File: config.mk
export PLATFORM = sky130hd
export DESIGN_NAME = cpu_byte_load
export DESIGN_NICKNAME = d
export VERILOG_FILES = /design/src/verilog/cpu_isa_pkg.sv /design/src/verilog/cpu_byte_load.sv
export SDC_FILE = /design/constraint.sdc
export NUM_CORES = 1
export LEC_CHECK = 0
export BUFFER_PORTS_ARGS = -buffer_cell sky130_fd_sc_hd__buf_2
export CORE_MARGIN = 1
export CORE_UTILIZATION = 37
export DETAILED_ROUTE_END_ITERATION = 7
export GPL_TIMING_DRIVEN = 0
export PLACE_DENSITY = 0.91
export SLEW_MARGIN = 20
export SYNTH_ARGS = -nofsm -noshare
export SYNTH_HDL_FRONTEND = slang
export SYNTH_SLANG_ARGS = --single-unit
File: constraint.sdc
create_clock -name vclk -period 3.3
set_clock_uncertainty 0.1 [all_clocks]
set_input_delay 0.495 -clock vclk [all_inputs]
set_output_delay 0.495 -clock vclk [all_outputs]
set_load 0.005 [all_outputs]
File: src/verilog/cpu_isa_pkg.sv
package cpu_isa_pkg;

	localparam int WORD_W    = 16;
	localparam int OPCODE_W  = 4;
	localparam int REG_IDX_W = 4;
	localparam int NUM_REGS  = 2 ** REG_IDX_W;
	localparam int BYTE_W    = 8;
	localparam int BR_OFF_W  = 9;
	localparam int CCODE_W   = 3;
	localparam int FLAGS_W   = 3;

	// Bit positions inside flags_t
	localparam int FLAG_N = 0;
	localparam int FLAG_V = 1;
	localparam int FLAG_Z = 2;

	typedef logic [WORD_W-1:0]    word_t;
	typedef logic [REG_IDX_W-1:0] reg_idx_t;
	typedef logic [BYTE_W-1:0]    imm8_t;
	typedef logic [BR_OFF_W-1:0]  br_off_t;
	typedef logic [FLAGS_W-1:0]   flags_t;
	typedef logic [1:0]           wb_sel_t;

	// Writeback source select
	localparam wb_sel_t WB_ALU  = 2'd0;
	localparam wb_sel_t WB_MEM  = 2'd1;
	localparam wb_sel_t WB_PCS  = 2'd2;
	localparam wb_sel_t WB_BYTE = 2'd3;

	typedef enum logic [OPCODE_W-1:0] {
		OP_ADD, OP_SUB, OP_XOR, OP_RSV,
		OP_SLL, OP_SRA, OP_ROR, OP_PADDSB,
		OP_LW, OP_SW, OP_LLB, OP_LHB,
		OP_B, OP_BR, OP_PCS, OP_HLT
	} opcode_e;

	typedef enum logic [CCODE_W-1:0] {
		CC_NE, CC_EQ, CC_GT, CC_LT, CC_GTE, CC_LTE, CC_OVF, CC_UNCOND
	} ccode_e;

endpackage
File: src/verilog/cpu_byte_load.sv
`timescale 1ns/1ns

module cpu_byte_load (
	input  cpu_isa_pkg::opcode_e opcode_i,
	input  cpu_isa_pkg::wb_sel_t wb_sel_i,
	input  cpu_isa_pkg::word_t   rd_data_i,
	input  cpu_isa_pkg::imm8_t   byte_i,
	input  cpu_isa_pkg::word_t   alu_i,
	input  cpu_isa_pkg::word_t   mem_i,
	input  cpu_isa_pkg::word_t   pcs_i,
	output cpu_isa_pkg::word_t   wdata_o
);
	import cpu_isa_pkg::*;

	word_t llb;
	word_t lhb;
	word_t byte_res;

	assign llb = {rd_data_i[WORD_W-1:BYTE_W], byte_i};
	assign lhb = {byte_i, rd_data_i[BYTE_W-1:0]};

	assign byte_res = (opcode_i == OP_LHB) ? lhb : llb;

	always_comb begin
		case (wb_sel_i)
			WB_MEM:  wdata_o = mem_i;
			WB_PCS:  wdata_o = pcs_i; // Return address
			WB_BYTE: wdata_o = byte_res;
			default: wdata_o = alu_i;
		endcase
	end

endmodule

; ---- Word level (Yosys, flattened, before mapping)
; Cells that the tools add are included.
[classes]
n_eq_ne = 4
n_mux = 2
[ops]
columns = operator, n
row1 = $pmux 16 s3, 1
row2 = $mux 16, 1
row3 = $eq 2x2->1 const B, 2
row4 = $eq 4x4->1 const B, 1
row5 = $eq 2x1->1 const B, 1
[totals]
output_inout_bits = 16
wordCells = 6
ff_bits = 0
in_bits = 78

; ---- Longest topological paths before layout
[depth]
depth_word = 3
ltp_mapped = 6
ltp_nobuf = 3

; ---- Worst setup path before layout
; OpenSTA, ideal clock, no wires.
[synth_timing]
kind = input-to-output
startpoint = in opcode_i[2]
endpoint = out wdata_o[9]
setup_slack_ps = 1461
arrival_time_ps = 1244
cell_stages = 5
path_buffers = 2
required_time_ps = 2705
cell_sequence = and4b_1 > buf_4 > buf_4 > nand3_1 > a31oi_1
[synth_between]
elab_chain_cells = 3
[synth_lines]
columns = element, line
row1 = start: declaration, cpu_byte_load.sv:4  ; input cpu_isa_pkg::opcode_e opcode_i,
row2 = $eq 4x4->1, cpu_byte_load.sv:22  ; assign byte_res = (opcode_i == OP_LHB) ? lhb : llb;
row3 = $mux 16, cpu_byte_load.sv:22
row4 = $pmux 16 s3, cpu_byte_load.sv:25  ; case (wb_sel_i)
row5 = end: declaration, cpu_byte_load.sv:11  ; output cpu_isa_pkg::word_t wdata_o
; No other way between the ends.

; ---- Worst setup path in the final report
[layout_timing]
startpoint = in opcode_i[2]
endpoint = out wdata_o[4]
; The elaborated chain is that of the path after synthesis.

==> flow_summary.toml <==
[finish]
syn_to_final_growth_pct = 65.8
clkbuf_count = 0
drive_gt1_share_pct = 47.1
diodes = 0
finalNetCount = 303
final_cell_mix = "buf_2, nand3_1"
seq_area_sq_um = 0
final_common_cell = "buf_2"
design.seq.count = 0
nFillCells = 192

[logic_synthesis]
synth_top_area_share_pct = 21.2
synth_top_family_by_area = "simple AND/OR/NAND/NOR gates"
synth_cell_types = 14
avgSynthCellArea_sq_um = 5.80
syn_area_sq_um = 754
synth_fp_nets = 208
synth_compound_area_share_pct = 31.8
ys_warn_count = 0
yosys.area_share.adder_pct = 0
synthMuxAreaShare_pct = 0
synthCells = 130
synth_xor_area_share_pct = 0
yosysSeqAreaShare_pct = 0
yosys-top-cells-area = "nand3_1, a22o_1, a31oi_1"
synth.largest_area_cell = "nand3_1"
yosys.area_share.simple_pct = 46.6

[worst_setup_path]
cp_num_buf_inv = 3
critical-path-max-stage-delay_ps = 330
cp_slowest_cell = "nand4b_1"
critPathMostFrequentCell = "buf_2"
cp-startpoint = "opcode_i[2]"
path_cells = "buf_2 > nand4b_1 > buf_2 > nand3_1 > a31oi_1 > buf_2"
cp_top_family = "buffers and inverters"
end_kind = "output port"
arrival_ps = 1530
crit_fanout = 10
worstSetupPathDepth = 6
crit_end = "wdata_o[4]"
cp.required_ps = 2700
startpoint_type = "input port"
path_class = "in2out"

[clock_network]
cts_resized = 0
cts_setup_buffers = 0
hold_buffers = 0

[global_routing]
grt_pass1_vias = 964
antenna_found_initial = 0
grt_max_degree = 11
grt_usage_pct = 24.3
gr-total-overflow = 0
grt_pass1_wl_microns = 3950

[timing]
hold_viol = 0
slew_viol_final = 0
setup_tns_ps = 0
clock.fmax_mhz = 470
maxSlewHeadroom_pct = 73.5
fin_crit_ps = 2130
rsz0062_at_grt = "false"
worstMarginPinSlew_ps = 398
setup_viol = 0
period_share_pct = 64.4

[placed_design]
dp_hpwl_microns = 2450
gp_congestion = 0.784
numPortBuffers = 93

[routing]
drt_iter0_markers = 30
routedWlPerCell_microns = 11.6
ant_nets = 0
via_count = 1262
firstDrtPassIters = 4
vias_per_cell = 5.09
wl_microns = 2880
drc = 0

[pwr]
ir_drop_mv = 0.0702
power.total_mw = 0.149
leakage_nw = 0.712
p_per_area_nw_per_um2 = 119

[die]
die_y_microns = 47.2
initial_core_util_pct = 41.4
num_rows = 15
coreArea_sq_um = 1820
fp.dieArea_sq_um = 2220
die_w_microns = 47.2
io_pins = 94

[min_path]
min_path_type = "in2out"
min-delay-start = "rd_data_i[9]"

[outcome]
status = "finished, final reports clean"

[flow_run]
drv_cap = 0
## per-layer routing
| metal | vias up | global-route usage, % | share of wire, % |
|---|---|---|---|
| li1 | 651 | - | - |
| met5 | - | 0 | 0 |
| met4 | 0 | 0.571 | 0.28 |
| met1 | 542 | 32.0 | 42 |
| met3 | 2 | 1.92 | 6.6 |
| met2 | 67 | 45.3 | 51 |
## worst min path at each step
| stage | to | cells after the start |
|---|---|---|
| CTS | wdata_o[9] | 4 |
| detailed placement | wdata_o[9] | 4 |
| finish | wdata_o[9] | 4 |
| global route | wdata_o[6] | 4 |
| floorplan | wdata_o[9] | 2 |
| global placement | wdata_o[9] | 4 |
## through the flow
stage                     instances  hold slack [ps]  cell area [sq um]  utilization (%)  setup slack, ps
after floorplan                 130             1010                754                -             1460
after global placement          248             1210               1250             68.7             1190
after detailed placement        248             1220               1250             68.7             1160
after CTS                       248             1220               1250             68.7             1160
after global routing            248             1240               1250             68.7             1090
final                           248             1210               1250             68.7             1170
## cells by family after synthesis
kind of cell / Yosys count
AOI/OAI and AO/OA: 32
buffers and inverters: 30
and+or+nand+nor: 68
## area by class of cell
type	count	area, sq um	share of cell area, %
multi-input combinational	100	592	47.3
timing repair buffer	93	465	37.2
buffer	14	103	8.20
inverter	16	60.1	4.80
tap	25	31.3	2.50
## synthesized netlist by cell type (all sizes together)
cell type / number
nor2: 16
a31oi: 16
or2: 1
clkbuf: 2
and2: 1
buf: 12
and4b: 1
nand3: 32
a22o: 16
nand4b: 1
inv: 16
nand2b: 16
## power breakdown
part	total, mW	switching [mW]	leakage [nW]	internal, mW
registers	0	0	0	0
logic	0.149	0.0656	0.712	0.0838
clock network	0	0	0	0
Note: power is estimated with default switching activity, not from simulation.
