<file path="src/verilog/cpu_isa_pkg.sv">
package cpu_isa_pkg;

	localparam int WORD_W    = 16;
	localparam int OPCODE_W  = 4;
	localparam int REG_IDX_W = 4;
	localparam int NUM_REGS  = 2 ** REG_IDX_W;
	localparam int BYTE_W    = 8;
	localparam int BR_OFF_W  = 9;
	localparam int CCODE_W   = 3;
	localparam int FLAGS_W   = 3;

	// Bit positions inside flags_t
	localparam int FLAG_N = 0;
	localparam int FLAG_V = 1;
	localparam int FLAG_Z = 2;

	typedef logic [WORD_W-1:0]    word_t;
	typedef logic [REG_IDX_W-1:0] reg_idx_t;
	typedef logic [BYTE_W-1:0]    imm8_t;
	typedef logic [BR_OFF_W-1:0]  br_off_t;
	typedef logic [FLAGS_W-1:0]   flags_t;
	typedef logic [1:0]           wb_sel_t;

	// Writeback source select
	localparam wb_sel_t WB_ALU  = 2'd0;
	localparam wb_sel_t WB_MEM  = 2'd1;
	localparam wb_sel_t WB_PCS  = 2'd2;
	localparam wb_sel_t WB_BYTE = 2'd3;

	typedef enum logic [OPCODE_W-1:0] {
		OP_ADD, OP_SUB, OP_XOR, OP_RSV,
		OP_SLL, OP_SRA, OP_ROR, OP_PADDSB,
		OP_LW, OP_SW, OP_LLB, OP_LHB,
		OP_B, OP_BR, OP_PCS, OP_HLT
	} opcode_e;

	typedef enum logic [CCODE_W-1:0] {
		CC_NE, CC_EQ, CC_GT, CC_LT, CC_GTE, CC_LTE, CC_OVF, CC_UNCOND
	} ccode_e;

endpackage
</file>
<file path="src/verilog/cpu_decode.sv">
`timescale 1ns/1ns

module cpu_decode (
	input  cpu_isa_pkg::word_t    instr_i,
	output cpu_isa_pkg::reg_idx_t rs_o,
	output cpu_isa_pkg::reg_idx_t rt_o,
	output cpu_isa_pkg::reg_idx_t rd_o,
	output cpu_isa_pkg::word_t    imm_o,
	output cpu_isa_pkg::imm8_t    byte_o,
	output cpu_isa_pkg::br_off_t  br_off_o,
	output cpu_isa_pkg::ccode_e   ccode_o,
	output cpu_isa_pkg::opcode_e  opcode_o,
	output logic                  reg_we_o,
	output logic                  flag_we_o,
	output logic                  alu_src_imm_o,
	output logic                  mem_we_o,
	output logic                  hlt_o,
	output cpu_isa_pkg::wb_sel_t  wb_sel_o
);
	import cpu_isa_pkg::*;

	assign opcode_o = opcode_e'(instr_i[WORD_W-1 -: OPCODE_W]);
	assign rd_o     = instr_i[11:8];
	assign imm_o    = {{(WORD_W-4){instr_i[3]}}, instr_i[3:0]};
	assign byte_o   = instr_i[BYTE_W-1:0];
	assign br_off_o = instr_i[BR_OFF_W-1:0];
	assign ccode_o  = ccode_e'(instr_i[11:9]);
	assign hlt_o    = (opcode_o == OP_HLT);

	always_comb begin
		rs_o          = instr_i[7:4];
		rt_o          = instr_i[3:0];
		reg_we_o      = 1'b0;
		flag_we_o     = 1'b0;
		alu_src_imm_o = 1'b0;
		mem_we_o      = 1'b0;
		wb_sel_o      = WB_ALU;
		case (opcode_o)
			OP_ADD, OP_SUB, OP_XOR: begin
				reg_we_o  = 1'b1;
				flag_we_o = 1'b1;
			end
			OP_SLL, OP_SRA, OP_ROR: begin
				reg_we_o      = 1'b1;
				flag_we_o     = 1'b1;
				alu_src_imm_o = 1'b1; // Shift amount from imm field
			end
			OP_PADDSB: reg_we_o = 1'b1;
			OP_LW: begin
				reg_we_o      = 1'b1;
				alu_src_imm_o = 1'b1;
				wb_sel_o      = WB_MEM;
			end
			OP_SW: begin
				rt_o          = instr_i[11:8]; // Store data register
				alu_src_imm_o = 1'b1;
				mem_we_o      = 1'b1;
			end
			OP_LLB, OP_LHB: begin
				rs_o     = instr_i[11:8]; // Old rd value for the merge
				reg_we_o = 1'b1;
				wb_sel_o = WB_BYTE;
			end
			OP_PCS: begin
				reg_we_o = 1'b1;
				wb_sel_o = WB_PCS;
			end
			default: ;
		endcase
	end

endmodule

</file>
<file path="config.mk">
export PLATFORM = sky130hd
export DESIGN_NAME = cpu_decode
export DESIGN_NICKNAME = d
export VERILOG_FILES = /design/src/verilog/cpu_isa_pkg.sv /design/src/verilog/cpu_decode.sv
export SDC_FILE = /design/constraint.sdc
export NUM_CORES = 1
export LEC_CHECK = 0
export BUFFER_PORTS_ARGS = -buffer_cell sky130_fd_sc_hd__buf_2
export CAP_MARGIN = 20
export CELL_PAD_IN_SITES_DETAIL_PLACEMENT = 1
export CELL_PAD_IN_SITES_GLOBAL_PLACEMENT = 1
export CORE_ASPECT_RATIO = 1.1
export CORE_MARGIN = 1.5
export CORE_UTILIZATION = 21
export DETAILED_ROUTE_END_ITERATION = 10
export PLACE_DENSITY_LB_ADDON = 0.1
export SYNTH_ARGS = -nofsm -noshare
export SYNTH_HDL_FRONTEND = slang
export SYNTH_SLANG_ARGS = --single-unit
export TNS_END_PERCENT = 20
</file>
<file path="constraint.sdc">
create_clock -name vclk -period 2
set_input_delay 0.3 -clock vclk [all_inputs]
set_output_delay 0.3 -clock vclk [all_outputs]
set_load 0.02 [all_outputs]
</file>
; ---- Word level (Yosys, flattened, before mapping)
; Cells that the tools add are included.
[word_totals]
memories = 0
input_bits = 16
mem_bits_ro = 0
out_inout_bits = 59
latchBits = 0
reg_bits = 0
word_cells = 24
ramBits = 0
[classes]
div = 0
shift = 0
bitwise_logic = 0
eq_ne = 12
n_addsub = 0
multipliers = 0
n_lt_le_gt_ge = 0
mux = 7
n_reduce_logical = 5
[ops]
columns = operator, n
row1 = $eq 4x4->1 const B, 6
row2 = $eq 4x3->1 const B, 4
row3 = $reduce_or 11->1, 1
row4 = $mux 4, 2
row5 = $pmux 2 s3, 1
row6 = $reduce_or 6->1, 1
row7 = $reduce_or 5->1, 1
row8 = $eq 4x1->1 const B, 1
row9 = $eq 4x2->1 const B, 1
row10 = $logic_not 4->1, 1
row11 = $mux 1, 4
row12 = $reduce_or 2->1, 1

; ---- Longest topological paths before layout
[logic_depth]
depth_word = 3
depth_mapped = 4
depth_no_buf = 3

; ---- Least setup slack after synthesis
; Ideal clock, no wire load.
[synth_timing]
path_type = input to output
start = input instr_i[14]
end = output rt_o[0]
path_buffers = 0
t_arrival_ns = 1.311
slack_ns = 0.389
cell_stages = 3
path_cell_list = nand2b_2 > nor3b_4 > mux2_2
[synth_between]
elab_chain_cells = 2
[synth_lines]
columns = item, line
row1 = from (decl), cpu_decode.sv:4  ; input cpu_isa_pkg::word_t instr_i,
row2 = $eq 4x4->1, cpu_decode.sv:38  ; case (opcode_o)
row3 = $mux 4, cpu_decode.sv:38
row4 = to (decl), cpu_decode.sv:6  ; output cpu_isa_pkg::reg_idx_t rt_o,
; No other way between the ends.

; ---- Final worst setup path
[layout_timing]
start = input instr_i[14]
end = output rt_o[3]
; The elaborated chain is that of the path after synthesis.

==> flow_metrics.tcl <==
set metrics [dict create \
    fmax_ghz 0.5584 \
    die_h_um 56.95 \
    seq_cells 0 \
    drive_gt1_share_pct 88.78 \
    fin_crit_sh_pct 89.54 \
    crit_fanout 7 \
    finalNetCount 116 \
    synth-simple-area-share_pct 11.71 \
    crit_path_start "instr_i[14]" \
    fin_crit_ps 1791 \
    vias 497 \
    area_growth_syn_to_layout_pct 13.06 \
    synth_top_area_share_pct 59.46 \
    crit_end "rt_o[3]" \
    power.density_nw_per_um2 338.5 \
    dp_slack_ps 180.3 \
    postCtsHoldBufs 0 \
    yosys.area_share.adder_pct 1.802 \
    slew_headroom_pct 79.84 \
    fillers 328 \
    core-area_um2 2496 \
    seqCellArea_um2 0 \
    synth-compound-area-share_pct 5.405 \
    cp.arrival_ps 1490 \
    multi_input_area_um2 210.2 \
    syn_area_per_cell_um2 8.170 \
    rsz0062_at_grt "no" \
    grt_first_pass_wirelength_um 1814 \
    gp_congestion 0.6324 \
    worst_slack_ps 209.2 \
    postCtsSetupBuffers 0 \
    synth_area_um2 555.5 \
    diodes 0 \
    routed_wl_um 1321 \
    drv_cap 0 \
    p_leak_nw 0.3901 \
    path_class "in2out" \
    die_area_um2 2963 \
    synth.area.top_cells "buf_4 (59%), mux2_4 (11%), mux2_2 (8.1%)" \
    final_hold_viol_count 0 \
    p_total_mw 0.2126 \
    port_buffers 75 \
    yosys_warnings 0 \
    ys_seq_area_share_pct 0 \
    synth_top_family_by_area "buffers and inverters" \
    antenna_found_initial 0 \
    wl_per_cell_um 10.24 \
    finalSetupViolCount 0 \
    clkbuf_count 0 \
    firstDrtPassIters 2 \
    required_ps 1700 \
    ys_types 17 \
    rows 19 \
    placed_area_um2 628.1 \
    worstMarginPinSlew_ps 302.1 \
    grt_max_degree 17 \
    cp-start-kind "primary input" \
    tns_ps 0 \
    via_per_inst 3.853 \
    final_util_pct 25.16 \
    drc 0 \
    syn-instance-count 68 \
    grt.overflow.total 0 \
    ir_drop_mv 0.08495 \
    grt_pass1_vias 390 \
    hold-worst-slack_ps 846.3 \
    fin_area_um2 628.1 \
    worst_setup_path_end_kind "primary output" \
    pin_count 75 \
    synth.net_count 84 \
    die_w_um 52.04 \
    antenna_left 0 \
    synth_top_area_cell "buf_4" \
    synth_mux_area_share_pct 18.92 \
    hpwl_um 1097 \
    grt_usage_pct 7.504 \
    min_path_type "in2out" \
    slew_violations 0 \
    place_inst 129 \
    synth-xor-area-share_pct 0 \
    layout_commonest_cell "buf_2" \
    post_cts_resized 0 \
    layoutNonFillerInstCount 129 \
    status "complete, no violations" \
    initial_utilization_pct 22.26 \
    final_cell_mix "buf_2 (75), mux2_2 (4), mux2_4 (4)" \
    drtIter0Drc 2 \
]
[layer usage]
layer	GRT usage [%]	vias to the layer above	routed length, um	part of all wire, %
li1	-	242	-	-
met1	10.26	214	550	42
met2	13.38	41	598	45
met3	0.7853	0	172	13
met4	0	0	0	0
met5	0	-	0	0
[how the worst min path moves through the flow]
stage                     start        end  slack (ps)  cells after the start
CTS                  instr_i[4]  byte_o[4]         850                      2
global placement     instr_i[4]  byte_o[4]         850                      2
global route         instr_i[4]  byte_o[4]         860                      2
finish               instr_i[7]  byte_o[7]         850                      2
floorplan           instr_i[13]   mem_we_o         650                      1
detailed placement   instr_i[7]  byte_o[7]         850                      2
[cells in the mapped netlist (all sizes together)]
master,n
nand2,1
maj3,1
o22ai,1
nor2,1
a32oi,1
buf,45
nand2b,1
a21oi,3
and2,1
nor3b,1
and4,1
or2b,1
inv,1
or2,1
mux2,8
[area by class of cell]
type	count	area share [%]
multi-input cells	22	33.47
well taps	31	6.175
inverters	1	0.5976
repair buffers	75	59.76
[cell families after synthesis]
logic type / Yosys count
buffers and inverters: 46
AOI/OAI and AO/OA: 5
muxes: 8
and+or+nand+nor: 8
adders and majority gates: 1
[report_power, final]
group          internal (mW)  switching (mW)
combinational         0.0752           0.137
sequential                 0               0
clock                      0               0
[critical path, cell delays in order]
cell,delay (ps)
buf_2,140
nand2b_2,210
nor3b_4,310
mux2_2,370
buf_2,160
Power figures use the tool's default switching activity.
