## src/verilog/cpu_isa_pkg.sv

```systemverilog
package cpu_isa_pkg;

	localparam int WORD_W    = 16;
	localparam int OPCODE_W  = 4;
	localparam int REG_IDX_W = 4;
	localparam int NUM_REGS  = 2 ** REG_IDX_W;
	localparam int BYTE_W    = 8;
	localparam int BR_OFF_W  = 9;
	localparam int CCODE_W   = 3;
	localparam int FLAGS_W   = 3;

	// Bit positions inside flags_t
	localparam int FLAG_N = 0;
	localparam int FLAG_V = 1;
	localparam int FLAG_Z = 2;

	typedef logic [WORD_W-1:0]    word_t;
	typedef logic [REG_IDX_W-1:0] reg_idx_t;
	typedef logic [BYTE_W-1:0]    imm8_t;
	typedef logic [BR_OFF_W-1:0]  br_off_t;
	typedef logic [FLAGS_W-1:0]   flags_t;
	typedef logic [1:0]           wb_sel_t;

	// Writeback source select
	localparam wb_sel_t WB_ALU  = 2'd0;
	localparam wb_sel_t WB_MEM  = 2'd1;
	localparam wb_sel_t WB_PCS  = 2'd2;
	localparam wb_sel_t WB_BYTE = 2'd3;

	typedef enum logic [OPCODE_W-1:0] {
		OP_ADD, OP_SUB, OP_XOR, OP_RSV,
		OP_SLL, OP_SRA, OP_ROR, OP_PADDSB,
		OP_LW, OP_SW, OP_LLB, OP_LHB,
		OP_B, OP_BR, OP_PCS, OP_HLT
	} opcode_e;

	typedef enum logic [CCODE_W-1:0] {
		CC_NE, CC_EQ, CC_GT, CC_LT, CC_GTE, CC_LTE, CC_OVF, CC_UNCOND
	} ccode_e;

endpackage
```

## src/verilog/cpu_alu.sv

```systemverilog
`timescale 1ns/1ns

module cpu_alu (
	input  cpu_isa_pkg::opcode_e opcode_i,
	input  cpu_isa_pkg::word_t   a_i,
	input  cpu_isa_pkg::word_t   b_i,
	output cpu_isa_pkg::word_t   result_o,
	output cpu_isa_pkg::word_t   addr_o,
	output cpu_isa_pkg::flags_t  flags_o
);
	import cpu_isa_pkg::*;

	function automatic logic [3:0] sat_add4(input logic [3:0] x, input logic [3:0] y);
		logic [3:0] s;
		s = x + y;
		if (!x[3] && !y[3] && s[3]) begin
			return 4'h7;
		end
		if (x[3] && y[3] && !s[3]) begin
			return 4'h8;
		end
		return s;
	endfunction

	word_t               sum;
	word_t               diff;
	word_t               sat_val;
	logic                sum_ovf;
	logic                diff_ovf;
	logic                ovf;
	logic [2*WORD_W-1:0] rot_ext;

	assign sum      = a_i + b_i;
	assign diff     = a_i - b_i;
	assign sum_ovf  = (a_i[WORD_W-1] == b_i[WORD_W-1]) && (sum[WORD_W-1] != a_i[WORD_W-1]);
	assign diff_ovf = (a_i[WORD_W-1] != b_i[WORD_W-1]) && (diff[WORD_W-1] != a_i[WORD_W-1]);
	assign sat_val  = a_i[WORD_W-1] ? 16'h8000 : 16'h7fff; // Clamp toward the sign of a
	assign rot_ext  = {a_i, a_i} >> b_i[3:0];
	assign addr_o   = a_i + (b_i << 1); // Byte address from word offset

	always_comb begin
		ovf      = 1'b0;
		result_o = sum;
		case (opcode_i)
			OP_ADD: begin
				ovf      = sum_ovf;
				result_o = sum_ovf ? sat_val : sum;
			end
			OP_SUB: begin
				ovf      = diff_ovf;
				result_o = diff_ovf ? sat_val : diff;
			end
			OP_XOR: result_o = a_i ^ b_i;
			OP_SLL: result_o = a_i << b_i[3:0];
			OP_SRA: result_o = word_t'($signed(a_i) >>> b_i[3:0]);
			OP_ROR: result_o = rot_ext[WORD_W-1:0];
			OP_PADDSB: begin
				for (int i = 0; i < WORD_W / 4; i++) begin
					result_o[4*i +: 4] = sat_add4(a_i[4*i +: 4], b_i[4*i +: 4]);
				end
			end
			default: ;
		endcase
	end

	always_comb begin
		flags_o         = '0;
		flags_o[FLAG_Z] = (result_o == '0);
		flags_o[FLAG_V] = ovf;
		flags_o[FLAG_N] = result_o[WORD_W-1];
	end

endmodule

```

## config.mk

```make
export PLATFORM = sky130hd
export DESIGN_NAME = cpu_alu
export DESIGN_NICKNAME = d
export VERILOG_FILES = /design/src/verilog/cpu_isa_pkg.sv /design/src/verilog/cpu_alu.sv
export SDC_FILE = /design/constraint.sdc
export NUM_CORES = 1
export LEC_CHECK = 0
export BUFFER_PORTS_ARGS = -buffer_cell sky130_fd_sc_hd__buf_4
export CORE_MARGIN = 1
export CORE_UTILIZATION = 32
export DETAILED_ROUTE_END_ITERATION = 10
export SYNTH_ARGS = -nofsm -noshare
export SYNTH_HDL_FRONTEND = slang
export SYNTH_SLANG_ARGS = --single-unit
export TNS_END_PERCENT = 20
```

## constraint.sdc

```tcl
create_clock -name vclk -period 8.1
set_clock_uncertainty 0.05 [all_clocks]
set_input_delay 0 -clock vclk [all_inputs]
set_output_delay 0 -clock vclk [all_outputs]
set_load 0.03 [all_outputs]
```

======== Word level (Yosys, flattened, before mapping) ========
Index checks and enable logic that the tools add are counted.
storage, ports and cells
  register bits ........................... 0
  logic and storage cells ................. 94
operators by class
  $add $sub $neg .......................... 7
  reductions and logical operators ........ 32
  shifts and indexed selects .............. 3
  multiplexer cells ....................... 41
  eq/ne operators ......................... 10
  bitwise logic cells ..................... 1
operator list
  cell                                                             number
  16-bit case mux with 7 select lines                              1
  4-bit 2-to-1 mux                                                 16
  16-bit 2-to-1 mux                                                3
  16-bit adder                                                     2
  32-bit by 4-bit >> shifter with 16-bit output                    1
  1-bit 2-to-1 mux                                                 20
  1-bit logical AND                                                18
  4-bit adder                                                      4
  4-bit by 3-bit == test with 1-bit output, second input constant  4
  16-bit logical NOT                                               1
  16-bit by 4-bit << shifter with 16-bit output                    1
  16-bit by 4-bit >>> shifter with 16-bit output                   1
  16-bit subtractor                                                1
  16-bit XOR                                                       1
  1-bit logical NOT                                                12
  4-bit by 1-bit == test with 1-bit output, second input constant  1
  4-bit by 2-bit == test with 1-bit output, second input constant  1
  4-bit logical NOT                                                1
  1-bit != test                                                    3
  1-bit case mux with 2 select lines                               1
  1-bit == test                                                    1

======== Logic depth before layout (Yosys ltp) ========
  depth in word-level cells ............... 11
  depth in mapped cells ................... 24
  mapped depth without buffers ............ 22

======== Least setup slack after synthesis ========
Ideal clock, no wire load.
  path kind ............................... input-to-output
  start ................................... in b_i[1]
  end ..................................... out flags_o[2]
  cell stages on the path ................. 24
  arrival time ............................ 5,425 ps
  buffers on the path ..................... 3
  setup slack ............................. 2,625 ps
  data required time ...................... 8,050 ps
  path through ............................ buf_2 -> buf_4 -> inv_1 -> ha_1 -> nor2b_1 -> o211ai_1 -> nand3b_1 -> a211o_1 -> nand2_1 -> a21oi_1 -> a21oi_1 -> o21bai_1 -> a21oi_1 -> fa_1 -> xnor2_1 -> nand2_1 -> and2_0 -> clkbuf_1 -> a211oi_1 -> o22ai_1 -> nor3_1 -> o211ai_1 -> or4b_1 -> nor4b_2
on the way
  elaborated cells between the ends (all ways) .. 26
RTL lines
  element                                            line                          text
  from (decl)                                        cpu_alu.sv:6                  input cpu_isa_pkg::word_t b_i,
  16-bit subtractor or 16-bit adder (tied branches)  cpu_alu.sv:34, cpu_alu.sv:33
  1-bit != test, on equally long branches            cpu_alu.sv:36, cpu_alu.sv:35
  1-bit logical AND, on equally long branches        cpu_alu.sv:36, cpu_alu.sv:35
  16-bit 2-to-1 mux, on equally long branches        cpu_alu.sv:51, cpu_alu.sv:47
  16-bit case mux with 7 select lines *              cpu_alu.sv:44                 case (opcode_i)
  named net result_o[8]                              cpu_alu.sv:7                  output cpu_isa_pkg::word_t result_o,
  16-bit logical NOT *                               cpu_alu.sv:68                 flags_o[FLAG_Z] = (result_o == '0);
  to (decl)                                          cpu_alu.sv:9                  output cpu_isa_pkg::flags_t flags_o
Mark *: on every way through the listed nets, which the timed path passes. The rest lies on a longest branch. The select of a mux whose other input is x is not followed.

======== Worst setup path in the final report ========
  start ................................... in b_i[1]
  end ..................................... out flags_o[2]
on the way
  cells in the longest elaborated chain, start to end .. 10
  elaborated cells between the ends (all ways) .. 26
RTL lines
  element                                line           text
  4-bit adder                            cpu_alu.sv:15  s = x + y;
  1-bit logical NOT                      cpu_alu.sv:19  if (x[3] && y[3] && !s[3]) begin
  1-bit logical AND                      cpu_alu.sv:19
  1-bit 2-to-1 mux (2 in a row)          cpu_alu.sv:19
  1-bit 2-to-1 mux                       cpu_alu.sv:44
  4-bit 2-to-1 mux                       cpu_alu.sv:22  return s;
  4-bit 2-to-1 mux                       cpu_alu.sv:19
  16-bit case mux with 7 select lines *  cpu_alu.sv:44
  16-bit logical NOT *                   cpu_alu.sv:68
Every way passes the cells marked *; elsewhere a longest branch is shown, timed or not. The select of a mux whose other input is x is not followed.

==> metrics.cfg <==
[outcome]
status=finished clean

[routing]
dr.first_iter.drc_count=513
num_vias=5842
routed_wl_um=20100
routedWlPerCell_um=20.7
drtAntennaViolNets=0
drc=0
vias_per_cell=6.03
dr.pass1.iters=5

[min_path]
hold_path.class=primary input to output pin

[sta]
worst_slew_pin_slew_ns=1.10
fin_tns_setup_ns=0
slew_violations=0
rsz0062_at_grt=no
hold_viol_final=0
finalCriticalPeriod_ns=6.09
slew_headroom_pct=25.9
timing.fmax_mhz=164
hold_ws_ns=0.294
min_period_over_period_pct=75.2
setup_viol=0
setup_ws_ns=2.01

[worst_setup_path]
crit_fanout=44
endpoint=flags_o[2]
path_cells=buf_4 > inv_1 > ha_1 > nor2b_1 > o211ai_1 > nand3b_1 > a211o_1 > nand2_1 > a21oi_1 > a21oi_1 > o21bai_1 > a21oi_1 > fa_1 > xnor2_1 > nand2_1 > and2_0 > a211oi_1 > o22ai_1 > nor3_1 > o211ai_1 > or4b_1 > nor4b_2 > buf_4
path_common_cell=a21oi_1
cp.arrival_ns=6.04
critPathKind=primary input to output pin
end_kind=output pin
startpoint=b_i[1]
startpoint_type=primary input
crit_required_ns=8.05
slowest_delay_ns=0.54
slowest_stage=or4b_1

[clock_tree]
postCtsSetupRepairBufs=0
cts_hold_buf=0
post_cts_resized=0

[placed_design]
place_congestion=0.967
dp_slack_ns=2.05
placed_cell_area_mm2=0.00579
dpl.hpwl_um=16100
dp_cells=969
io_buffers=71

[final_layout]
fin_area_mm2=0.00579
regArea_um2=0
area_growth_pct=10.9
final.clkbuf_count=0
flops_and_latches=0
num_antenna_cells=0
fin_util_pct=36.4
fin_cells=969
final_nets=848
drive_above_1_share_pct=16.6

[power_and_ir_drop]
peakVddDrop_v=0.0000386
power_leakage_nw=2.41
powerDensity_mw_per_mm2=90.9
power_mw=0.526

[die]
die_x_um=130
die_h_um=130
rows=46
core-area_mm2=0.0159
die_area_mm2=0.0168
pin_count=71
initial_core_util_pct=32.8

[synth]
yosysWarnings=0
synth_top_area_cell=ha_1
synth_top_area_share_pct=12.0
yosysUniqueCellTypes=79
synth.area.top_cells=ha_1 (12%), mux4_2 (9.9%), mux2i_1 (6.3%)
synth_cells=728
syn_nets=821
seq_area_frac_synth_pct=0
syn_area_per_cell_um2=7.16
syn-cell-area_mm2=0.00522

[global_routing]
grt_pass1_wl_um=30900
first_global_vias=5411
grt_max_degree=49
grtUsageTotal_pct=23.8
grt_overflow=0
grt_antenna_before_repair=0

[flow_run]
maxCapViolations=0

==> power by group <==
| group | switching (mW) | total (mW) | internal [mW] |
|---|---|---|---|
| combinational | 0.327 | 0.526 | 0.199 |
| sequential | 0 | 0 | 0 |
| clock | 0 | 0 | 0 |
==> logic make-up (layout without fill, tap and decap cells) <==
logic type / Yosys count / after routing / synth area share, %
simple gates: 263 / 263 / 25.3
compound gates: 205 / 205 / 26.6
buf+inv: 98 / 123 / 8.35
mux: 69 / 69 / 19.1
fa+ha+maj: 57 / 57 / 14.7
xor+xnor: 36 / 36 / 6.05
==> routing by layer <==
layer  part of all wire [%]  up-vias  track usage, %
li1                       -     2764               -
met1                     45     2754            34.3
met2                     43      267            36.2
met3                    7.7       57            2.27
met4                    4.2        0            9.30
met5                      0        -               0
==> cell usage after synthesis (6+ instances only) <==
cell type and count:
xnor2_1 26, a21oi_1 45, nor2b_1 13, nor3_1 23
mux2i_1 33, nand4_1 6, nand3_1 19, buf_2 24
xor2_1 10, a211oi_1 16, a22oi_1 6, inv_1 48
fa_1 7, nor2_1 70, mux4_2 23, a211o_1 6
o211ai_1 9, mux2_2 12, nand2_1 67, ha_1 50
o21ai_0 37, a31oi_1 9, nor4_1 6, clkbuf_1 16
nand2b_1 17, buf_4 6, o22ai_1 14
==> final cells by class <==
| type | count | area, um2 |
|---|---|---|
| fill | 1753 | 10100 |
| multi-input combinational | 630 | 4780 |
| inverter | 50 | 188 |
| tap | 216 | 270 |
| timing repair buffer | 73 | 548 |
==> cells in the final DEF, fill, tap and decap left out, types with 9 or more instances in the layout <==
cell type / Yosys / routed
a211oi_1: 16 / 16
a21oi_1: 45 / 45
a31oi_1: 9 / 9
buf_4: 6 / 73
ha_1: 50 / 50
inv_1: 48 / 48
mux2_2: 12 / 12
mux2i_1: 33 / 33
mux4_2: 23 / 23
nand2_1: 67 / 67
nand2b_1: 17 / 17
nand3_1: 19 / 19
nor2_1: 70 / 70
nor2b_1: 13 / 13
nor3_1: 23 / 23
o211ai_1: 9 / 9
o21ai_0: 37 / 37
o22ai_1: 14 / 14
xnor2_1: 26 / 26
xor2_1: 10 / 10
==> critical path: cells and delay by family <==
kind,cells,cell delay (ns)
compound gates,9,1.71
xor+xnor,1,0.26
simple gates,8,2.14
buf+inv,3,1.03
fa+ha+maj,2,0.90
==> worst min-delay path by stage <==
stage / startpoint / end / depth (start not counted)
3_5_place_dp: a_i[0] / addr_o[0] / 2
6_report: a_i[0] / addr_o[0] / 2
4_1_cts: a_i[0] / addr_o[0] / 2
2_1_floorplan: a_i[0] / addr_o[0] / 1
5_1_grt: a_i[0] / addr_o[0] / 2
3_3_place_gp: a_i[0] / addr_o[0] / 2
(Power assumes the default switching activity.)
