File: src/verilog/cpu_isa_pkg.sv
package cpu_isa_pkg;

	localparam int WORD_W    = 16;
	localparam int OPCODE_W  = 4;
	localparam int REG_IDX_W = 4;
	localparam int NUM_REGS  = 2 ** REG_IDX_W;
	localparam int BYTE_W    = 8;
	localparam int BR_OFF_W  = 9;
	localparam int CCODE_W   = 3;
	localparam int FLAGS_W   = 3;

	// Bit positions inside flags_t
	localparam int FLAG_N = 0;
	localparam int FLAG_V = 1;
	localparam int FLAG_Z = 2;

	typedef logic [WORD_W-1:0]    word_t;
	typedef logic [REG_IDX_W-1:0] reg_idx_t;
	typedef logic [BYTE_W-1:0]    imm8_t;
	typedef logic [BR_OFF_W-1:0]  br_off_t;
	typedef logic [FLAGS_W-1:0]   flags_t;
	typedef logic [1:0]           wb_sel_t;

	// Writeback source select
	localparam wb_sel_t WB_ALU  = 2'd0;
	localparam wb_sel_t WB_MEM  = 2'd1;
	localparam wb_sel_t WB_PCS  = 2'd2;
	localparam wb_sel_t WB_BYTE = 2'd3;

	typedef enum logic [OPCODE_W-1:0] {
		OP_ADD, OP_SUB, OP_XOR, OP_RSV,
		OP_SLL, OP_SRA, OP_ROR, OP_PADDSB,
		OP_LW, OP_SW, OP_LLB, OP_LHB,
		OP_B, OP_BR, OP_PCS, OP_HLT
	} opcode_e;

	typedef enum logic [CCODE_W-1:0] {
		CC_NE, CC_EQ, CC_GT, CC_LT, CC_GTE, CC_LTE, CC_OVF, CC_UNCOND
	} ccode_e;

endpackage
File: src/verilog/cpu_pc_control.sv
`timescale 1ns/1ns

module cpu_pc_control (
	input  logic                 clk,
	input  logic                 rst_n_i,
	input  logic                 en_i,
	input  cpu_isa_pkg::opcode_e opcode_i,
	input  cpu_isa_pkg::ccode_e  ccode_i,
	input  cpu_isa_pkg::flags_t  flags_i,
	input  cpu_isa_pkg::br_off_t br_off_i,
	input  cpu_isa_pkg::word_t   rs_data_i,
	output cpu_isa_pkg::word_t   pc_o,
	output cpu_isa_pkg::word_t   pc_plus2_o
);
	import cpu_isa_pkg::*;

	word_t pc_q;
	word_t br_target;
	word_t pc_next;
	logic  taken;
	logic  z;
	logic  v;
	logic  n;

	assign z = flags_i[FLAG_Z];
	assign v = flags_i[FLAG_V];
	assign n = flags_i[FLAG_N];

	always_comb begin
		case (ccode_i)
			CC_NE:   taken = !z;
			CC_EQ:   taken = z;
			CC_GT:   taken = !z && !n;
			CC_LT:   taken = n;
			CC_GTE:  taken = z || !n;
			CC_LTE:  taken = n || z;
			CC_OVF:  taken = v;
			default: taken = 1'b1;
		endcase
	end

	assign pc_plus2_o = pc_q + 16'd2;
	assign br_target  = pc_plus2_o + {{(WORD_W-BR_OFF_W-1){br_off_i[BR_OFF_W-1]}}, br_off_i, 1'b0};

	always_comb begin
		pc_next = pc_plus2_o;
		if (opcode_i == OP_B && taken) begin
			pc_next = br_target;
		end else if (opcode_i == OP_BR && taken) begin
			pc_next = rs_data_i;
		end
	end

	always_ff @(posedge clk) begin
		if (!rst_n_i) begin
			pc_q <= '0;
		end else if (en_i) begin
			pc_q <= pc_next;
		end
	end

	assign pc_o = pc_q;

	// Odd BR targets come from a bad register value
	a_pc_even: assert property (@(posedge clk) disable iff (!rst_n_i) !pc_q[0]);

endmodule

File: config.mk
export PLATFORM = sky130hd
export DESIGN_NAME = cpu_pc_control
export DESIGN_NICKNAME = d
export VERILOG_FILES = /design/src/verilog/cpu_isa_pkg.sv /design/src/verilog/cpu_pc_control.sv
export SDC_FILE = /design/constraint.sdc
export NUM_CORES = 1
export LEC_CHECK = 0
export BUFFER_PORTS_ARGS = -buffer_cell sky130_fd_sc_hd__buf_2
export CAP_MARGIN = 20
export CORE_UTILIZATION = 45
export CTS_BUF_LIST = sky130_fd_sc_hd__clkbuf_2 sky130_fd_sc_hd__clkbuf_4 sky130_fd_sc_hd__clkbuf_8
export CTS_CLUSTER_SIZE = 16
export DETAILED_ROUTE_END_ITERATION = 10
export GPL_ROUTABILITY_DRIVEN = 0
export PLACE_DENSITY = 0.83
export SLEW_MARGIN = 0
export SYNTH_ARGS = -nofsm -noshare
export SYNTH_HDL_FRONTEND = slang
export SYNTH_SLANG_ARGS = --single-unit
File: constraint.sdc
create_clock -name clk -period 3.5 [get_ports clk]
set_clock_uncertainty 0.15 [all_clocks]
set_input_delay 0.525 -clock clk [delete_from_list [all_inputs] [get_ports clk]]
set_output_delay 0.525 -clock clk [all_outputs]
set_load 0.02 [all_outputs]
# After elaboration in Yosys (flattened, before gate mapping)
# Index checks and enable logic that the tools add are counted.
[word_totals]
regBits = 16
out_inout_bits = 32
[classes]
addsub = 2
n_eq_ne = 8
muxes = 3
reduce_logical = 8
[op_table]
columns = ["cell", "n"]
rows = [
  ["16-bit two-way mux", 2],
  ["16-bit adder", 1],
  ["16-bit by 2-bit adder with 16-bit output (second input constant)", 1],
  ["3-bit equality test (second input constant)", 3],
  ["4-bit equality test (second input constant)", 2],
  ["1-bit case mux with 7 select lines", 1],
  ["3-bit by 2-bit equality test with 1-bit output (second input constant)", 2],
  ["3-bit by 1-bit equality test with 1-bit output (second input constant)", 1],
  ["1-bit logical AND", 3],
  ["3-bit logical NOT", 1],
  ["1-bit logical NOT", 2],
  ["1-bit logical OR", 2],
]

# Logic depth before layout (Yosys ltp)
# Gate-level depths: netlist of run 1.
[depth]
ltp_word = 6
depth_mapped = 11
mapped_depth_nobuf = 11

# Worst setup path before layout of run 1
# OpenSTA, ideal clock, no wires.
[synth_timing]
path_kind = "register to register"
startpoint = "register pc_q[3], in the netlist pc_o[3]"
endpoint = "register pc_q[15], in the netlist pc_o[15]"
t_arrival_ns = 2.883
t_required_ns = 3.223
setup_slack_ns = 0.340
stages_incl_launch_ff = 12
path_buffers = 1
path_cell_list = "dfxtp_1 and4_1 nand4_1 xnor2_1 ha_1 clkbuf_1 a21oi_1 a21oi_1 and3b_1 a221oi_1 nor4b_1 nor3_1"
[synth_via]
elab_chain_len = 3
word_cells_on_any_way = 4
cone_classes = "add/sub (2); mux (2)"
[synth_rtl]
columns = ["element", "line_no", "text"]
rows = [
  ["from (decl)", "cpu_pc_control.sv:17", "word_t pc_q;"],
  ["from (signal assigned)", "cpu_pc_control.sv:58", "pc_q <= pc_next;"],
  ["16-bit by 2-bit adder with 16-bit output", "cpu_pc_control.sv:42", "assign pc_plus2_o = pc_q + 16'd2;"],
  ["net pc_plus2_o[8]", "cpu_pc_control.sv:13", "output cpu_isa_pkg::word_t pc_plus2_o"],
  ["16-bit adder", "cpu_pc_control.sv:43", "assign br_target = pc_plus2_o + {{(WORD_W-BR_OFF_W-1){br_off_i[BR_OFF_W-1]}}, br_off_i, 1'b0};"],
  ["16-bit two-way mux", "cpu_pc_control.sv:47", "if (opcode_i == OP_B && taken) begin"],
]
# The timed path passes the listed nets, and every way through them passes these cells.
# A chain may end at the register's enable or synchronous reset.

# Worst setup path in the final report of run 1
[layout_timing]
startpoint = "register pc_q[1], in the netlist pc_o[1]"
endpoint = "register pc_q[15], in the netlist pc_o[15]"
[layout_via]
elab_chain_len = 3
word_cells_on_any_way = 4
cone_classes = "add/sub (2); mux (2)"
[layout_rtl]
columns = ["element", "line_no"]
rows = [
  ["16-bit by 2-bit adder with 16-bit output (*)", "cpu_pc_control.sv:42"],
  ["16-bit adder / 16-bit two-way mux (equally long branches)", "cpu_pc_control.sv:43, cpu_pc_control.sv:49"],
  ["16-bit two-way mux (*)", "cpu_pc_control.sv:47"],
]
# Mark *: on every way between the ends. The rest lies on a longest branch, timed or not.

==> flow_summary.json, run 1 <==
{
  "synth.most_common_cell": "o21ai_0",
  "synth_common_cells": "o21ai_0, ha_1, a21oi_1, dfxtp_1, mux2i_1",
  "clockBufferDepth": 2,
  "root_buffer": "clkbuf_8",
  "rows": 23,
  "cts_made_buffers": 3,
  "hold_slack_ns": 0.374,
  "power.internal_w": 0.000418,
  "synth_top_area_cell": "dfxtp_1",
  "cts_tree": "built",
  "setup_violations": 0,
  "largest_register_ffs": 16,
  "ys_ff_latch": 16,
  "vdd.ir_drop.worst_v": 0.000209,
  "grt.total_usage_pct": 25.6,
  "dp.cells": 354,
  "vias": 2192,
  "p_clk_share_pct": 24.4,
  "min_period_ns": 3.18,
  "wl_per_cell_um": 16.1,
  "worstSetupStartpointType": "register",
  "syn_area_per_cell_um2": 7.97,
  "netlist_instances": 244,
  "diodes": 0,
  "dr.pass1.iters": 6,
  "critPathRequiredTime_ns": 3.48,
  "grt_setup_unrepaired": "no",
  "powerDensity_nw_per_um2": 291,
  "synth_edf_count": 0,
  "cts_hold_buf": 0,
  "clock_latency_ns": 0.25,
  "place.port_buffers": 69,
  "drtAntennaViolNets": 0,
  "dpl.hpwl_mm": 4.48,
  "fillers": 407,
  "p_sw_w": 0.000272,
  "htreeDepth": 1,
  "routed_wirelength_mm": 5.76,
  "syn_area_um2": 1940,
  "synthFlopType": "dfxtp_1",
  "crit_type": "reg2reg",
  "relSlewSlack_pct": 65.1,
  "crit_fanout": 8,
  "drive_gt1_share_pct": 26.6,
  "die_w_um": 67.7,
  "antenna_found_initial": 0,
  "drcViolationCount": 0,
  "synth.distinct_cells": 51,
  "setup_tns_ns": 0,
  "die_h_um": 67.7,
  "slew_viol_final": 0,
  "cts-resized-gates": 0,
  "post_cts_buffers": 0,
  "ys_async_sr_fraction_pct": 0,
  "final_cells": 358,
  "nets": 366,
  "grt_pass1_wl_mm": 8.78,
  "grt_pass1_vias": 1909,
  "die_area_um2": 4590,
  "postLayoutCellArea_um2": 2370,
  "tightest_slew_ns": 0.519,
  "grt_max_degree": 29,
  "hold_violations": 0,
  "area_delta_synth_final_pct": 21.9,
  "yosys.area.top_type_share_pct": 16.5,
  "hp-class": "in2reg",
  "fmax_mhz": 314,
  "power_frac_seq_pct": 31.2,
  "synth_nets": 301,
  "grt_overflow_total": 0,
  "ys.warnings.count": 0,
  "drtIter0Drc": 187,
  "utilization_pct": 58.0,
  "pwr-share-comb_pct": 44.4,
  "path_clk_slew_ns": 0.07,
  "netlist_top_cells_area": "dfxtp_1, ha_1, mux2i_1",
  "end_kind": "register",
  "initial_utilization_pct": 47.6,
  "max-cap-violations": 0,
  "fin_crit_sh_pct": 91.0,
  "sw_frac_of_total_pct": 39.4,
  "dpl-instance-area_um2": 2320,
  "seq_area_frac_synth_pct": 16.5,
  "numClockSinks": 16,
  "status": "finished clean",
  "critPathArrivalTime_ns": 3.17,
  "io_pins": 70,
  "vias_per_cell": 6.12,
  "core_um2": 4090,
  "p_leak_nw": 1.11
}
## critical path, stage by stage, from the launching register on
cell and delay, ns:
dfxtp_1 0.48, ha_1 0.33, inv_1 0.10, nor4_1 0.34, xor2_1 0.45, ha_1 0.37
a21oi_1 0.17, and3b_1 0.17, a221oi_1 0.09, nor4b_1 0.31, nor3_1 0.09
## per-stage QoR
step / total power, W / worst slack (ns)
after global placement: 0.000511 / 0.516
after global routing: 0.000727 / 0.136
after detailed placement: 0.000519 / 0.410
after CTS: 0.000684 / 0.391
after floorplan: 0.000422 / 0.340
final: 0.000690 / 0.316
## cells by family after synthesis
family | after synthesis | synth area share (%)
and+or+nand+nor | 74 | 21.0
AOI/OAI and AO/OA | 71 | 23.7
xor gates and xnor gates | 22 | 9.91
muxes | 22 | 11.7
buffers and inverters | 20 | 4.57
adders and majority gates | 19 | 12.6
DFF | 16 | 16.5
## power groups by stage
stage          clock [W]  combinational [W]  sequential [W]
2_1_floorplan          0           0.000193        0.000229
3_3_place_gp           0           0.000294        0.000217
3_5_place_dp           0           0.000301        0.000218
4_1_cts         0.000168           0.000303        0.000214
5_1_grt         0.000176           0.000334        0.000217
6_report        0.000169           0.000306        0.000215
## layer usage
layer | GRT usage (%) | up-vias | part of all wire [%]
li1 | - | 1052 | -
met1 | 31.2 | 1010 | 40
met2 | 43.8 | 118 | 49
met3 | 6.93 | 12 | 9.3
met4 | 6.38 | 0 | 1.4
met5 | 0 | - | 0
## final timing paths
check | from | end | slack (ns) | depth (start not counted)
setup / recovery | pc_o[1] | pc_o[15] | 0.32 | 10
hold / removal | rs_data_i[0] | pc_o[0] | 0.37 | 3
setup reg to reg | pc_o[1] | pc_o[15] | 0.32 | 10
hold reg to reg | pc_o[0] | pc_o[0] | 0.39 | 2
## cell type report
cell class	instances	area, µm²	share of cell area (%)
timing repair buffer	72	368	15.5
multi-input combinational	208	1540	64.7
inverter	8	30.0	1.27
sequential	16	320	13.5
tap	50	62.6	2.64
clock buffer	4	55.1	2.32
## cell usage in the layout (no fill, tap or decap), types with 4 or more instances in the layout
master / n
a211oi_1: 4
a21oi_1: 16
a221oi_1: 5
buf_2: 69
clkbuf_8: 4
dfxtp_1: 16
ha_1: 18
inv_1: 8
mux2i_1: 16
nand2_1: 14
nand3_1: 12
nand4_1: 6
nor2_1: 8
nor2b_1: 7
nor3_1: 7
nor4_1: 5
o211ai_1: 4
o21ai_0: 24
xnor2_1: 12
xor2_1: 10
Note: power is estimated with default switching activity, not from simulation.
==> run 2, diff against run 1 <==
--- a/config.mk
+++ b/config.mk
@@ -7,12 +7,12 @@
 export LEC_CHECK = 0
 export BUFFER_PORTS_ARGS = -buffer_cell sky130_fd_sc_hd__buf_2
 export CAP_MARGIN = 20
-export CORE_UTILIZATION = 45
+export CORE_UTILIZATION = 40
 export CTS_BUF_LIST = sky130_fd_sc_hd__clkbuf_2 sky130_fd_sc_hd__clkbuf_4 sky130_fd_sc_hd__clkbuf_8
 export CTS_CLUSTER_SIZE = 16
 export DETAILED_ROUTE_END_ITERATION = 10
 export GPL_ROUTABILITY_DRIVEN = 0
-export PLACE_DENSITY = 0.83
+export PLACE_DENSITY = 0.76
 export SLEW_MARGIN = 0
 export SYNTH_ARGS = -nofsm -noshare
 export SYNTH_HDL_FRONTEND = slang
==> run 2 against run 1 <==
Die area is 12% higher. Fmax is 1.7% higher. Power is 0.60% lower. Combinational power is 2% lower. Sequential share of layout area hardly changed. Setup slack better by 0.053 ns. Clock-buffer cell count stayed put. Critical path depth stayed put. Cell count is 1.1% higher. Via count is 3.1% lower.
==> flow_summary.json, run 2 (synthesized netlist as in run 1, its figures left out) <==
{
  "critPathArrivalTime_ns": 3.17,
  "crit_type": "reg2reg",
  "grt_pass1_vias": 1891,
  "wl_per_cell_um": 15.4,
  "hold_violations": 0,
  "path_clk_slew_ns": 0.07,
  "die_h_um": 71.7,
  "grt_setup_unrepaired": "no",
  "core_um2": 4690,
  "status": "finished clean",
  "final_common_cell": "buf_2",
  "grt.total_usage_pct": 22.3,
  "max-cap-violations": 0,
  "layout_common_cells": "buf_2, o21ai_0, ha_1",
  "cts_tree": "built",
  "clockBufferDepth": 2,
  "slew_viol_final": 0,
  "cts_hold_buf": 0,
  "setup_violations": 0,
  "die_w_um": 71.7,
  "power.internal_w": 0.000418,
  "grt_pass1_wl_mm": 9.02,
  "critPathRequiredTime_ns": 3.53,
  "min_period_ns": 3.13,
  "cts-resized-gates": 0,
  "drive_gt1_share_pct": 26.6,
  "die_area_um2": 5140,
  "setup_tns_ns": 0,
  "final_cells": 362,
  "powerDensity_nw_per_um2": 289,
  "setup_slack_ns": 0.369,
  "hold_slack_ns": 0.383,
  "final-seq-area_um2": 320,
  "sw_frac_of_total_pct": 39.1,
  "place.port_buffers": 69,
  "area_delta_synth_final_pct": 22.2,
  "crit_fanout": 7,
  "grt_max_degree": 29,
  "worstSetupStartpointType": "register",
  "multi_input_area_um2": 1540,
  "rows": 25,
  "io_pins": 70,
  "fmax_mhz": 319,
  "tightest_slew_ns": 0.993,
  "relSlewSlack_pct": 33.5,
  "end_kind": "register",
  "p_clk_share_pct": 24.8,
  "numClockSinks": 16,
  "htreeDepth": 1,
  "dpl.hpwl_mm": 4.38,
  "drcViolationCount": 0,
  "vias": 2123,
  "clock_latency_ns": 0.26,
  "nets": 366,
  "cts_made_buffers": 3,
  "dp.cells": 358,
  "post_cts_buffers": 0,
  "dpl-instance-area_um2": 2320,
  "p_leak_nw": 1.11,
  "root_buffer": "clkbuf_8",
  "ff2ff_setup_slack_ns": 0.37,
  "p_sw_w": 0.000269,
  "power_frac_seq_pct": 31.3,
  "grt_overflow_total": 0,
  "initial_utilization_pct": 41.4,
  "dr.pass1.iters": 4,
  "hp-class": "in2reg",
  "fillers": 465,
  "drtAntennaViolNets": 0,
  "diodes": 0,
  "routed_wirelength_mm": 5.58,
  "fin_crit_sh_pct": 89.4,
  "antenna_found_initial": 0,
  "largest_register_ffs": 16,
  "drtIter0Drc": 152,
  "pwr-share-comb_pct": 43.9,
  "vdd.ir_drop.worst_v": 0.000132,
  "vias_per_cell": 5.86,
  "pre_cts_slack_ns": 0.387,
  "postLayoutCellArea_um2": 2380
}
run 2: cell counts in the layout (fill, tap and decap cells not counted):
No cell type changed its count.
run 2: layout make-up:
| cell class | instances | share of cell area, % |
|---|---|---|
| clock buffers | 4 | 2.32 |
| inverters | 8 | 1.26 |
| multi-input cells | 208 | 64.6 |
| flip-flops and latches | 16 | 13.5 |
| well taps | 54 | 2.84 |
| repair buffers | 72 | 15.5 |
run 2: final timing paths:
| path | cells after the start | end | startpoint |
|---|---|---|---|
| max | 10 | pc_o[15] | pc_o[4] |
| min | 3 | pc_o[0] | rs_data_i[0] |
| max reg2reg | 10 | pc_o[15] | pc_o[4] |
| min reg2reg | 2 | pc_o[0] | pc_o[0] |
run 2: metal layers:
| metal | part of all wire [%] | GRT usage [%] | up-vias |
|---|---|---|---|
| met5 | 0 | 0 | - |
| met2 | 46 | 38.1 | 84 |
| met1 | 46 | 29.2 | 976 |
| met3 | 5.8 | 3.80 | 7 |
| met4 | 1.3 | 5.23 | 0 |
| li1 | - | - | 1056 |
run 2: critical path, stage by stage, from the launching register on:
cell and delay [ns]:
dfxtp_1 0.46, nand4_1 0.28, nor3_1 0.30, xor2_1 0.37, ha_1 0.32, nand2_1 0.14
a21oi_1 0.13, and3b_1 0.18, a221oi_1 0.42, nor4b_1 0.11, nor3_1 0.20
run 2: per-stage QoR:
step           total power (W)  util (%)
6_report              0.000686      50.6
5_1_grt               0.000726      50.6
4_1_cts               0.000685      50.6
3_5_place_dp          0.000517      49.5
3_3_place_gp          0.000511      49.5
2_1_floorplan         0.000422         -
run 2: power groups by stage:
stage,clock [W],sequential [W],combinational (W)
2_1_floorplan,0,0.000229,0.000193
3_3_place_gp,0,0.000217,0.000294
3_5_place_dp,0,0.000218,0.000298
4_1_cts,0.000171,0.000214,0.000300
5_1_grt,0.000176,0.000217,0.000333
6_report,0.000170,0.000215,0.000301
